[config.mk]
export PLATFORM = sky130hd
export DESIGN_NAME = axil_chan_buf
export DESIGN_NICKNAME = d
export VERILOG_FILES = /design/src/axil_ram_pkg.sv /design/src/axil_chan_buf.sv
export VERILOG_INCLUDE_DIRS = /design/src /design/src/src
export SDC_FILE = /design/constraint.sdc
export NUM_CORES = 1
export LEC_CHECK = 0
export ABC_CLOCK_PERIOD_IN_PS = 1900
export BUFFER_PORTS_ARGS = -buffer_cell sky130_fd_sc_hd__buf_2
export CELL_PAD_IN_SITES_DETAIL_PLACEMENT = 1
export CELL_PAD_IN_SITES_GLOBAL_PLACEMENT = 2
export CORE_UTILIZATION = 24
export CTS_BUF_LIST = sky130_fd_sc_hd__clkbuf_4
export DETAILED_ROUTE_END_ITERATION = 10
export PLACE_DENSITY_LB_ADDON = 0.25
export RECOVER_POWER = 50
export SKIP_LAST_GASP = 1
export SLEW_MARGIN = 20
export SYNTH_ARGS = -nofsm -noshare
export SYNTH_HDL_FRONTEND = slang
export SYNTH_SLANG_ARGS = --single-unit
[constraint.sdc]
create_clock -name seq -period 1.9 [get_ports seq]
set_clock_uncertainty 0.2 [all_clocks]
set_input_delay 0.095 -clock seq [delete_from_list [all_inputs] [get_ports seq]]
set_output_delay 0.095 -clock seq [all_outputs]
set_load 0.01 [all_outputs]
[src/axil_ram_defs.svh]
`ifndef AXIL_RAM_DEFS_SVH
`define AXIL_RAM_DEFS_SVH

// Byte address width of the AXI4-Lite port
`define AXIL_ADDR_WIDTH 32

// Data word width, also sets the strobe count
`define AXIL_DATA_WIDTH 32

// Decoded memory size; addresses at or above this answer DECERR
`define AXIL_RAM_BYTES 4096

`endif
[src/axil_ram_pkg.sv]
`include "axil_ram_defs.svh"

package axil_ram_pkg;

    typedef logic [`AXIL_ADDR_WIDTH-1:0]   addr_t;
    typedef logic [`AXIL_DATA_WIDTH-1:0]   data_t;
    typedef logic [`AXIL_DATA_WIDTH/8-1:0] strb_t;

    // AXI response encodings
    typedef enum logic [1:0] {
        RESP_OKAY   = 2'b00,
        RESP_SLVERR = 2'b10,
        RESP_DECERR = 2'b11
    } resp_t;

    // W channel beat as it sits in the buffer
    typedef struct packed {
        data_t data;
        strb_t strb;
    } w_beat_t;

    typedef logic [$clog2(`AXIL_RAM_BYTES/(`AXIL_DATA_WIDTH/8))-1:0] word_idx_t;

endpackage

[src/axil_chan_buf.sv]
module axil_chan_buf #(
    parameter type payload_t = axil_ram_pkg::addr_t
) (
    input  logic     seq,
    input  logic     reset,
    input  logic     pause,

    input  logic     in_valid,
    input  payload_t in_payload,
    output logic     in_ready,

    output logic     out_valid,
    output payload_t out_payload,
    input  logic     out_ready
);

    logic     full_q;
    logic     ready_en_q; // Holds ready low until the cycle after reset
    payload_t payload_q;

    assign in_ready    = ready_en_q && !full_q && !pause;
    assign out_valid   = full_q;
    assign out_payload = payload_q;

    always_ff @(posedge seq) begin
        if (reset) begin
            full_q     <= 1'b0;
            ready_en_q <= 1'b0;
        end else begin
            ready_en_q <= 1'b1;
            if (in_valid && in_ready) begin
                full_q <= 1'b1;
            end else if (out_ready) begin
                full_q <= 1'b0; // Handler took the entry
            end
        end
    end

    always_ff @(posedge seq) begin
        if (in_valid && in_ready) payload_q <= in_payload;
    end

endmodule

==> impl_metrics.ini <==
[power_and_ir_drop]
sw_frac_of_total_pct = 20.9
finalPower_mw = 1.37
seq_power_share_pct = 62.0
power_density_nw_per_um2 = 743
ir_drop_v = 0.000359
switchingPower_mw = 0.286
pwr-share-clk_pct = 28.1
p_leak_nw = 0.740
power_frac_comb_pct = 9.9
internal-power_mw = 1.08

[route]
dr.pass1.iters = 4
drt-total-wl_um = 2500
drc = 0
ant_nets = 0
drt_iter0_markers = 6
wl_per_cell_um = 12.4
vias = 773
vias_per_cell = 3.83

[synth]
yosys.area.top_type_share_pct = 92.5
synth-seq-cells = 34
synth-simple-area-share_pct = 2.53
synthMuxAreaShare_pct = 0
synth.cell_area_sq_um = 1040
synth_fa_ha_area_share_pct = 0
syn_inst = 39
synth_top_family_by_area = simple AND/OR/NAND/NOR gates
synth-compound-area-share_pct = 0.723
synth_area_leader_cell = edfxtp_1
yosys_warnings = 0
ys_seq_area_share_pct = 96.4
synth_fp_nets = 76
ys_top_cells_by_area = edfxtp_1 (93%), dfxtp_1 (3.9%), and4bb_1 (1.2%)
syn-mean-instance-area_sq_um = 26.6
synthXorXnorAreaFrac_pct = 0
synth_cell_types = 7

[floorplan]
coreArea_sq_um = 4090
dieArea_sq_um = 4590
die_x_um = 67.8
ioPinCount = 71
start_util_pct = 25.4
rows = 23
chipHeight_um = 67.8

[setup_path]
worst_path_largest_cell_delay_ns = 0.34
start_kind = register
cp_max_fo = 33
crit_buf_inv = 1
criticalPathCategory = register to register
cp.arrival_ns = 1.21
worstPathRequired_ns = 1.73
slowest_stage = dfxtp_1
crit_chain = and4bb_2, buf_12
setup.worst_path.end_class = register
cp_top_family = flip-flops

[grt]
grt_pass1_wl_um = 3620
grt_usage_pct = 11.4
grt_pass1_vias = 803
gr-total-overflow = 0
grt_max_degree = 34
antenna_found_initial = 0

[sta]
tightest_slew_ns = 0.180
timing.hold.ws_ns = 0.247
period_minus_slack_ns = 1.38
setup-violations-final = 0
fin_crit_sh_pct = 72.6
fin_setup_tns_ns = 0
final_hold_viol_count = 0
rsz0062_at_grt = no
max-slew-margin-rel_pct = 88.0
fmax_mhz = 725
maxSlewViolCount = 0

[clock_network]
cts_buffers = 5
cts_sinks = 34
clockBufferDepth = 2
cts.htree.levels = 2
cts_tree = built
path_clk_slew_ns = 0.10
clock_latency_ns = 0.32
root_buffer = clkbuf_4
cts_resized = 0

[finish]
multiInputGateArea_sq_um = 33.8
seqCellArea_sq_um = 1000
drive_above_1_share_pct = 40.8
final_cell_mix = buf_2 (53), dlygate4sd3_1 (34), edfxtp_1 (32)
syn_to_final_growth_pct = 77.6
final_common_cell = buf_2
utilization_pct = 45.1
fillers = 450
layoutNonFillerInstCount = 202
diodes = 0
nNetsFinal = 188

[outcome]
outcome = finished, final reports clean

[min_path]
hp-class = input pin to primary output

[placement]
gp_congestion = 0.620
port_buffers = 70
dp_cells = 160
dp_hpwl_um = 1600

[flow_run]
max_cap_viol_count = 0
==> state kept, by name, indices dropped and copies added (netlist names) <==
register,flops
ready_en_q,1
out_payload,32
out_valid,1
==> path summary, 6_finish.rpt <==
kind	start	endpoint	slack [ns]	cells past startpoint
worst min register to register	out_valid$_SDFFE_PP0P_	out_valid$_SDFFE_PP0P_	0.48	2
worst min-delay path	pause	in_ready	0.25	3
worst max register to register	out_valid$_SDFFE_PP0P_	out_payload[9]$_DFFE_PP_	0.52	2
worst max-delay path	out_valid$_SDFFE_PP0P_	out_payload[9]$_DFFE_PP_	0.52	2
==> per-stage QoR <==
stage / setup slack [ns] / instance area [sq um]
2_1_floorplan: 0.272 / 1040
3_3_place_gp: 0.554 / 1470
3_5_place_dp: 0.520 / 1470
4_1_cts: 0.499 / 1870
5_1_grt: 0.479 / 1840
6_report: 0.521 / 1840
==> power by group through the flow <==
| stage | combinational [mW] | clock (mW) | sequential (mW) |
|---|---|---|---|
| floorplan | 0.0117 | 0 | 0.878 |
| global placement | 0.0826 | 0 | 0.865 |
| detailed placement | 0.0856 | 0 | 0.866 |
| CTS | 0.140 | 0.409 | 0.850 |
| global route | 0.146 | 0.440 | 0.852 |
| finish | 0.135 | 0.385 | 0.849 |
==> routing by layer <==
layer | wire [um] | track usage [%]
met1 | 875 | 10.6
met2 | 1430 | 21.9
met3 | 197 | 5.24
met4 | 0 | 3.13
met5 | 0 | 0
==> Yosys cell counts (all sizes together) <==
| master | count |
|---|---|
| dfxtp | 2 |
| o21a | 1 |
| inv | 1 |
| nor3b | 1 |
| and4bb | 1 |
| nor2b | 1 |
| edfxtp | 32 |
==> timing repair <==
action / in CTS / in global routing
setup buffers: 0 / 0
endpoints found under the setup margin: 0 / 0
endpoints found under the hold margin: 34 / 0
hold buffers: 34 / 0
==> layout make-up <==
class,instances,area share [%]
clock inverters,2,0.475
flip-flops and latches,34,54.3
clock buffers,6,2.44
inverters,1,0.204
multi-input cells,4,1.83
repair buffers,105,37.4
well taps,50,3.39
==> tightest hold or removal path, cell delays in order <==
cell and delay (ns):
buf_2 0.09, nor3b_1 0.04, buf_2 0.13
==> logic make-up (layout without fill, tap and decap cells) <==
kind of cell | Yosys count | in the layout
AO/OA/AOI/OAI | 1 | 1
AND/OR/NAND/NOR | 3 | 3
flip-flops | 34 | 34
buffers and inverters | 1 | 114
No activity file was read; power rests on OpenSTA's default activity.
