File: config.mk
export PLATFORM = sky130hd
export DESIGN_NAME = axil_ram_wr
export DESIGN_NICKNAME = d
export VERILOG_FILES = /design/src/axil_ram_pkg.sv /design/src/axil_ram_wr.sv
export VERILOG_INCLUDE_DIRS = /design/src /design/src/src
export SDC_FILE = /design/constraint.sdc
export NUM_CORES = 1
export LEC_CHECK = 0
export BUFFER_PORTS_ARGS = -buffer_cell sky130_fd_sc_hd__buf_2
export CAP_MARGIN = 0
export CORE_MARGIN = 2
export CORE_UTILIZATION = 21
export DETAILED_ROUTE_END_ITERATION = 8
export PLACE_DENSITY = 0.79
export SLEW_MARGIN = 20
export SYNTH_ARGS = -nofsm -noshare
export SYNTH_HDL_FRONTEND = slang
export SYNTH_SLANG_ARGS = --single-unit
File: constraint.sdc
create_clock -name seq -period 1.2 [get_ports seq]
set_input_delay 0.18 -clock seq [delete_from_list [all_inputs] [get_ports seq]]
set_output_delay 0.18 -clock seq [all_outputs]
set_load 0.03 [all_outputs]
File: src/axil_ram_defs.svh
`ifndef AXIL_RAM_DEFS_SVH
`define AXIL_RAM_DEFS_SVH

// Byte address width of the AXI4-Lite port
`define AXIL_ADDR_WIDTH 32

// Data word width, also sets the strobe count
`define AXIL_DATA_WIDTH 32

// Decoded memory size; addresses at or above this answer DECERR
`define AXIL_RAM_BYTES 4096

`endif
File: src/axil_ram_pkg.sv
`include "axil_ram_defs.svh"

package axil_ram_pkg;

    typedef logic [`AXIL_ADDR_WIDTH-1:0]   addr_t;
    typedef logic [`AXIL_DATA_WIDTH-1:0]   data_t;
    typedef logic [`AXIL_DATA_WIDTH/8-1:0] strb_t;

    // AXI response encodings
    typedef enum logic [1:0] {
        RESP_OKAY   = 2'b00,
        RESP_SLVERR = 2'b10,
        RESP_DECERR = 2'b11
    } resp_t;

    // W channel beat as it sits in the buffer
    typedef struct packed {
        data_t data;
        strb_t strb;
    } w_beat_t;

    typedef logic [$clog2(`AXIL_RAM_BYTES/(`AXIL_DATA_WIDTH/8))-1:0] word_idx_t;

endpackage

File: src/axil_ram_wr.sv
`include "axil_ram_defs.svh"

module axil_ram_wr (
    input  logic                      seq,
    input  logic                      reset,

    input  logic                      aw_valid,
    input  axil_ram_pkg::addr_t       aw_addr,
    output logic                      aw_ready,

    input  logic                      w_valid,
    input  axil_ram_pkg::w_beat_t     w_beat,
    output logic                      w_ready,

    output logic                      bvalid,
    output axil_ram_pkg::resp_t       bresp,
    input  logic                      bready,

    output logic                      store_we,
    output axil_ram_pkg::word_idx_t   store_widx,
    output axil_ram_pkg::data_t       store_wdata,
    output axil_ram_pkg::strb_t       store_wstrb
);

    localparam int OFS_BITS = $clog2(`AXIL_DATA_WIDTH/8);
    localparam int IDX_BITS = $bits(axil_ram_pkg::word_idx_t);

    logic                bvalid_q;
    axil_ram_pkg::resp_t bresp_q;
    logic                take;
    logic                addr_ok;

    // Both beats leave their buffers in the same cycle
    assign take     = aw_valid && w_valid && !bvalid_q;
    assign aw_ready = w_valid && !bvalid_q;
    assign w_ready  = aw_valid && !bvalid_q;

    // Word aligned and inside the array
    assign addr_ok = (aw_addr[OFS_BITS-1:0] == '0) &&
                     (aw_addr < axil_ram_pkg::addr_t'(`AXIL_RAM_BYTES));

    assign store_we    = take && addr_ok;
    assign store_widx  = aw_addr[OFS_BITS +: IDX_BITS];
    assign store_wdata = w_beat.data;
    assign store_wstrb = w_beat.strb;

    assign bvalid = bvalid_q;
    assign bresp  = bresp_q;

    always_ff @(posedge seq) begin
        if (reset) begin
            bvalid_q <= 1'b0;
        end else if (take) begin
            bvalid_q <= 1'b1;
        end else if (bready) begin
            bvalid_q <= 1'b0;
        end
    end

    // Response code for the beat just consumed
    always_ff @(posedge seq) begin
        if (take) begin
            bresp_q <= addr_ok ? axil_ram_pkg::RESP_OKAY : axil_ram_pkg::RESP_DECERR;
        end
    end

endmodule

==> metrics.txt <==
outcome complete, but fails checks; failing checks setup timing; post-route clock period utilization 107%; core footprint 2230 sq um; DP Cell Count 78; GR peak layer met2; WL final 1410 microns; post-synth cell types 14; largest net degree at the start of global routing 5; vias in the first global route 371; Logic pwr share 33.8%; Startpoint Class flip-flop; Crit Path Max Fanout 4; Vias/cell 4.40; routability congestion estimate 0.454; # setup viols final 1; DRT antenna net count 0; # clock sinks 2; endpoint class of the critical path output port; Synthesis Warnings 0; CTS tree done; CP Buf/Inv Count 1; Reg power frac 21.2%; grt met2 use 17.9%; CP arrival 1.10 ns; die footprint 2770 sq um; met3 GRT Util 8.29%; clk root buf clkbuf_4; net load switching power 104 uW; Die H 52.6 microns; initial antenna violation count 0; Hold Startpoint reset; Worst Path Required 1.02 ns; cell breakdown of the critical path nor2b_4, nand2_4, nor3_4, buf_6; IO Pins 125; Finished Layout Cells 84; met1 usage 2.21%; Post-DP Area 364 sq um; Initial Util 22.2%; share of cells above drive strength 1 80.4%; Iteration-0 DRC Markers 2; clk buf depth 2; sequential fraction of the synthesis area 10.1%; max cap viols 0; fin nets 130; fin. max-slew vios 0; Pint 261 uW; FP Rows 17; hold buffers post-CTS 0; synthesized flop and latch total 2; Final WS setup -0.0813 ns; CP peak stage delay 0.35 ns; Crit Path Category flip-flop to output port; Wirelength per Cell 16.8 microns; Clock power frac 45.0%; remaining global-route overflow 0; Final Power 365 uW; Largest delay share family, worst path simple AND/OR/NAND/NOR gates; clock skew 0.00881 ns; post-layout util 21.9%; Tightest Pin Transition 0.221 ns; syn avg cell area 7.64 sq um; Fmax 780 MHz; reg2reg start bvalid; Vias 370; Synth Instances 65; Hold Path Class input pin to flip-flop; CTS buffer count 3; worst setup path start bvalid; VDD IR max 0.192 mV; design area 489 sq um; CP max-delay cell dfxtp_4; Slew Limit Headroom 85.2%; GRT Total Usage 8.73%; Worst-path clk slew 0.03 ns; crit path time final 1.28 ns; Clock Latency Late Sink 0.23 ns; post-synthesis net count 138; power per cell area 745 nW/um^2; H-Tree Level Count 1; worst slack, placed -0.122 ns; # DRC 0; Pre-Repair DR Iteration Count 4; number of I/O port buffers 32; antenna cells 0; die width 52.6 microns; RSZ-0062 raised after global routing true; wire length of the first global-routing pass 1610 microns; Fin. Hold Viols 0; Pleak 0.000234 uW; area delta synth->final -1.51%; synthesized area 497 sq um; sw frac 28.5%
==> power by group through the flow <==
| stage | logic, uW | clock network, uW | registers, uW |
|---|---|---|---|
| 6_report | 123 | 164 | 77.5 |
| 5_1_grt | 131 | 179 | 77.8 |
| 4_1_cts | 103 | 175 | 77.4 |
| 3_5_place_dp | 88.0 | 0 | 78.3 |
| 3_3_place_gp | 87.0 | 0 | 77.9 |
| 2_1_floorplan | 317 | 0 | 83.7 |
==> per-layer routing <==
layer  wire length (microns)  vias up
met4                     106        0
li1                        -      144
met2                     677       74
met5                       0        -
met3                     351       14
met1                     271      138
==> Yosys cell counts, drive strengths merged <==
master / number / area [sq um]
nor4: 5 / 37.5
nand4: 1 / 6.26
nor2: 1 / 3.75
dfxtp: 1 / 20.0
nor2b: 2 / 12.5
buf: 47 / 353
inv: 1 / 3.75
nand2b: 1 / 6.26
nor3: 1 / 5.00
nand2: 2 / 7.51
or2: 1 / 6.26
edfxtp: 1 / 30.0
a21oi: 1 / 5.00
==> through the flow <==
step | setup TNS [ns] | hold WS, ns
2_1_floorplan | -0.0422 | 0.239
3_3_place_gp | -0.150 | 0.330
3_5_place_dp | -0.199 | 0.339
4_1_cts | -0.0884 | 0.104
5_1_grt | -0.106 | 0.119
6_report | -0.0813 | 0.114
==> registers in the layout (all words and copies together), names as in the netlist <==
signal	flops
bresp	1
bvalid	1
==> layout by cell type (no fill, tap or decap), types with 3 or more instances in the layout <==
| cell | instances |
|---|---|
| buf_4 | 3 |
| buf_6 | 5 |
| nor4_4 | 3 |
| buf_2 | 26 |
| clkbuf_4 | 3 |
==> final timing paths <==
check | slack [ns] | to | depth (start not counted)
min reg2reg | 0.52 | bvalid | 2
max | -0.08 | store_we | 4
min | 0.11 | bvalid | 2
max reg2reg | 0.18 | bresp[0] | 4
==> layout make-up <==
cell class | count | area [sq um]
Timing Repair Buffer | 34 | 209
Clock buffer | 4 | 26.3
Sequential cell | 2 | 53.8
Tap cell | 28 | 35.0
Inverter | 1 | 3.75
Fill cell | 242 | 1740
Multi-Input combinational cell | 15 | 161
==> repair_timing <==
action                                  CTS  global route
endpoints found under the hold margin     0             0
pin swaps                                 6             4
cloned                                    0             0
endpoints found under the setup margin    1             1
resized for setup                         9             6
setup buffers                             0             2
==> kinds of logic (layout without fill, tap and decap cells) <==
logic type | after synthesis | in the layout | share of synthesized area (%)
flops | 2 | 2 | 10.1
compound gates | 1 | 1 | 1.01
buf+inv | 48 | 39 | 71.8
simple gates | 14 | 14 | 17.1
Note: power is estimated with default switching activity, not from simulation.
