## src/axil_ram_defs.svh

```systemverilog
`ifndef AXIL_RAM_DEFS_SVH
`define AXIL_RAM_DEFS_SVH

// Byte address width of the AXI4-Lite port
`define AXIL_ADDR_WIDTH 32

// Data word width, also sets the strobe count
`define AXIL_DATA_WIDTH 32

// Decoded memory size; addresses at or above this answer DECERR
`define AXIL_RAM_BYTES 4096

`endif
```

## src/axil_ram_pkg.sv

```systemverilog
`include "axil_ram_defs.svh"

package axil_ram_pkg;

    typedef logic [`AXIL_ADDR_WIDTH-1:0]   addr_t;
    typedef logic [`AXIL_DATA_WIDTH-1:0]   data_t;
    typedef logic [`AXIL_DATA_WIDTH/8-1:0] strb_t;

    // AXI response encodings
    typedef enum logic [1:0] {
        RESP_OKAY   = 2'b00,
        RESP_SLVERR = 2'b10,
        RESP_DECERR = 2'b11
    } resp_t;

    // W channel beat as it sits in the buffer
    typedef struct packed {
        data_t data;
        strb_t strb;
    } w_beat_t;

    typedef logic [$clog2(`AXIL_RAM_BYTES/(`AXIL_DATA_WIDTH/8))-1:0] word_idx_t;

endpackage

```

## src/axil_ram_rd.sv

```systemverilog
`include "axil_ram_defs.svh"

module axil_ram_rd (
    input  logic                      seq,
    input  logic                      reset,

    input  logic                      ar_valid,
    input  axil_ram_pkg::addr_t       ar_addr,
    output logic                      ar_ready,

    output logic                      store_re,
    output axil_ram_pkg::word_idx_t   store_ridx,
    input  axil_ram_pkg::data_t       store_rdata,

    output logic                      rvalid,
    output axil_ram_pkg::data_t       rdata,
    output axil_ram_pkg::resp_t       rresp,
    input  logic                      rready
);

    localparam int OFS_BITS = $clog2(`AXIL_DATA_WIDTH/8);
    localparam int IDX_BITS = $bits(axil_ram_pkg::word_idx_t);

    logic                pend_q;   // Store read in progress
    logic                rvalid_q;
    axil_ram_pkg::resp_t rresp_q;
    axil_ram_pkg::data_t rdata_q;
    logic                addr_ok;

    assign ar_ready = !pend_q && !rvalid_q;

    assign addr_ok = (ar_addr[OFS_BITS-1:0] == '0) &&
                     (ar_addr < axil_ram_pkg::addr_t'(`AXIL_RAM_BYTES));

    assign store_re   = ar_valid && ar_ready && addr_ok;
    assign store_ridx = ar_addr[OFS_BITS +: IDX_BITS];

    assign rvalid = rvalid_q;
    assign rdata  = rdata_q;
    assign rresp  = rresp_q;

    always_ff @(posedge seq) begin
        if (reset) begin
            pend_q   <= 1'b0;
            rvalid_q <= 1'b0;
        end else begin
            pend_q <= ar_valid && ar_ready;
            if (pend_q) begin
                rvalid_q <= 1'b1;
            end else if (rready) begin
                rvalid_q <= 1'b0;
            end
        end
    end

    always_ff @(posedge seq) begin
        if (ar_valid && ar_ready) begin
            rresp_q <= addr_ok ? axil_ram_pkg::RESP_OKAY : axil_ram_pkg::RESP_DECERR;
        end
        if (pend_q) begin
            // Zero data on a decode error
            rdata_q <= (rresp_q == axil_ram_pkg::RESP_OKAY) ? store_rdata : '0;
        end
    end

endmodule

```

## config.mk

```make
export PLATFORM = sky130hd
export DESIGN_NAME = axil_ram_rd
export DESIGN_NICKNAME = d
export VERILOG_FILES = /design/src/axil_ram_pkg.sv /design/src/axil_ram_rd.sv
export VERILOG_INCLUDE_DIRS = /design/src /design/src/src
export SDC_FILE = /design/constraint.sdc
export NUM_CORES = 1
export LEC_CHECK = 0
export BUFFER_PORTS_ARGS = -buffer_cell sky130_fd_sc_hd__buf_2
export CELL_PAD_IN_SITES_DETAIL_PLACEMENT = 0
export CELL_PAD_IN_SITES_GLOBAL_PLACEMENT = 1
export CORE_ASPECT_RATIO = 1.5
export CORE_MARGIN = 3
export CORE_UTILIZATION = 25
export CTS_BUF_LIST = sky130_fd_sc_hd__clkbuf_2 sky130_fd_sc_hd__clkbuf_4 sky130_fd_sc_hd__clkbuf_8
export CTS_CLUSTER_DIAMETER = 100
export CTS_CLUSTER_SIZE = 16
export DETAILED_ROUTE_END_ITERATION = 8
export PLACE_DENSITY_LB_ADDON = 0.1
export SYNTH_ARGS = -nofsm -noshare
export SYNTH_HDL_FRONTEND = slang
export SYNTH_SLANG_ARGS = --single-unit
```

## constraint.sdc

```tcl
create_clock -name seq -period 3.2 [get_ports seq]
set_clock_uncertainty 0.05 [all_clocks]
set_input_delay 0.16 -clock seq [delete_from_list [all_inputs] [get_ports seq]]
set_output_delay 0.16 -clock seq [all_outputs]
set_load 0.02 [all_outputs]
```

==> run summary <==
Crit path cell chain -> buf_2
Initial antenna violation count -> 0
Top routing layer used -> met4
Die W -> 67.4 µm
Worst hold path class -> primary input to flip-flop
I/O Buffers -> 94
Gates resized, CTS repair -> 0
Placement Cell Area -> 1880 µm²
CP endpoint kind -> output port
CTS Buf Count -> 5
Synth Cell Area -> 1420 µm²
Vias -> 1,041
Max-slew violation count -> 0
DRC viols -> 0
Starting Density -> 26.6%
Setup TNS -> 0 ns
Clock Tree Root -> clkbuf_8
Static leakage -> 0.000848 µW
Max H-tree Level -> 2
Largest net degree at the start of global routing -> 35
F_max -> 537 MHz
Total gr overflow -> 0
First DRT Iteration DRCs -> 4
IO Count -> 115
CP max stage delay -> 1.06 ns
Core ar. -> 5330 µm²
Post-synthesis register bit count -> 35
Syn. warnings -> 0
Initial DRT Pass Iterations -> 2
Crit path max fanout -> 34
Max rail drop VDD -> 168 µV
Post-cts hold buffer count -> 1
Reg clk slew, reported paths -> 0.06 ns
Final Setup Violations -> 0
Setup bufs post-CTS -> 0
Clk Latency, worst-skew pair -> 0.27 ns
Unrepaired setup endpoints after global routing -> no
Pwr Total -> 988 µW
Cell Pwr Density -> 493 nW/µm²
WP data arrival -> 1.65 ns
Yosys cell types -> 14
Final Critical Period -> 1.86 ns
CP max-delay cell -> edfxtp_1
Rows -> 32
WL met3 -> 445 µm
Reg-to-reg slack, setup -> 1.67 ns
Area growth, synth to finish -> 41.5%
HPWL Detailed -> 2330 µm
Synth Area per Inst -> 14.4 µm²
Vias per cell -> 4.07
Worst Path Required -> 2.99 ns
Die ar. -> 6620 µm²
Status -> complete, no violations
Worst-margin pin slew -> 1.07 ns
Vias in the first global route -> 1,042
Final Wtd Congestion -> 0.691
Final period utilization -> 58.2%
Sequential cell area fraction in the yosys report -> 72.9%
CTS tree -> yes
Final count of hold timing violations -> 0
Slew HR -> 28.9%
Die Y -> 98.1 µm
CTS sink count -> 35
Clk buf depth -> 2
Cell area after layout -> 2000 µm²
Routed met1 length -> 1040 µm
Max cap viols -> 0
Total track usage -> 9.65%
Antenna fix cells -> 0
Share of layout cells above drive strength 1 -> 54.8%
Final wirelength -> 3020 µm
Routed len/inst -> 11.8 µm
Delay-heaviest family, CP -> flip-flops
Global-route wire length before repair -> 4690 µm
Layout net count -> 255
Number of nets with antenna violations after routing -> 0
Syn Nets -> 166
Met2 WL -> 1470 µm
Setup CP Type -> flip-flop to output port
Post-synthesis cell count -> 98
CP startpoint kind -> flip-flop
Buf/Inv on CP -> 1
## worst paths after layout
kind,startpoint,to,cells after the start
worst max-delay path,rresp[0]$_DFFE_PP_,rresp[0],1
worst min-delay path,ar_valid,pend_q$_SDFF_PP0_,3
worst max register to register,rresp[0]$_DFFE_PP_,rdata[0]$_SDFFCE_PP0P_,1
worst min register to register,rvalid$_SDFFE_PP0P_,rvalid$_SDFFE_PP0P_,2
## registers in the layout (all words and copies together), names as in the netlist
register  cells
rvalid        1
pend_q        1
rdata        32
rresp         1
## logic make-up (layout without fill, tap and decap cells)
family	after synthesis	count (layout)	synth area share (%)
buffers and inverters	16	106	7.16
flip-flops	35	35	72.9
AO/OA/AOI/OAI	1	1	0.353
AND/OR/NAND/NOR	46	46	19.6
## placed cells by master, fill, tap and decap left out
cell type,Yosys,final
edfxtp_1,33,33
nor4_2,1,1
nand4_1,1,1
buf_2,0,94
nor2_1,4,4
nor4_1,4,4
inv_1,2,2
buf_4,11,1
or2_1,1,1
nand2_1,2,2
clkinv_1,0,1
nor2b_1,32,32
dfxtp_1,2,2
a21oi_1,1,1
dlygate4sd3_1,0,1
nor3_1,1,1
bufinv_16,0,1
clkinv_2,0,1
clkbuf_8,0,5
## through the flow
stage	instances	util, %	setup slack, ns	hold slack [ns]
finish	256	37.6	1.34	0.0894
detailed placement	247	35.4	1.58	0.270
CTS	256	37.6	1.26	0.0825
floorplan	98	-	1.19	0.182
global placement	247	35.4	1.60	0.270
global route	256	37.6	1.18	0.107
## report_power, final
group / leakage, µW / internal (µW) / switching, µW
Combinational: 0.000463 / 44.7 / 48.7
Sequential: 0.000329 / 516 / 5.14
Clock: 0.0000556 / 228 / 145
Total: 0.000848 / 789 / 199
## synthesized netlist by cell type
cell	count	area share (%)
edfxtp_1	33	70
nor2b_1	32	14
buf_4	11	5.8
nor2_1	4	1.1
nor4_1	4	1.8
clkbuf_1	3	0.80
dfxtp_1	2	2.8
inv_1	2	0.53
nand2_1	2	0.53
a21oi_1	1	0.35
nand4_1	1	0.44
nor3_1	1	0.35
nor4_2	1	0.88
or2_1	1	0.44
## routing by layer
| layer | up-vias | global-route usage (%) |
|---|---|---|
| met5 | - | 0 |
| met4 | 0 | 4.69 |
| met3 | 5 | 5.06 |
| met2 | 80 | 15.7 |
| met1 | 452 | 9.91 |
| li1 | 504 | - |
## area by class of cell
type,instances,area [µm²]
clock buffer,5,68.8
timing repair buffer,96,488
sequential,35,1030
clock inverter,3,38.8
tap,68,85.1
multi-input combinational,47,283
fill,536,3320
inverter,2,7.51
Note: power is estimated with default switching activity, not from simulation.
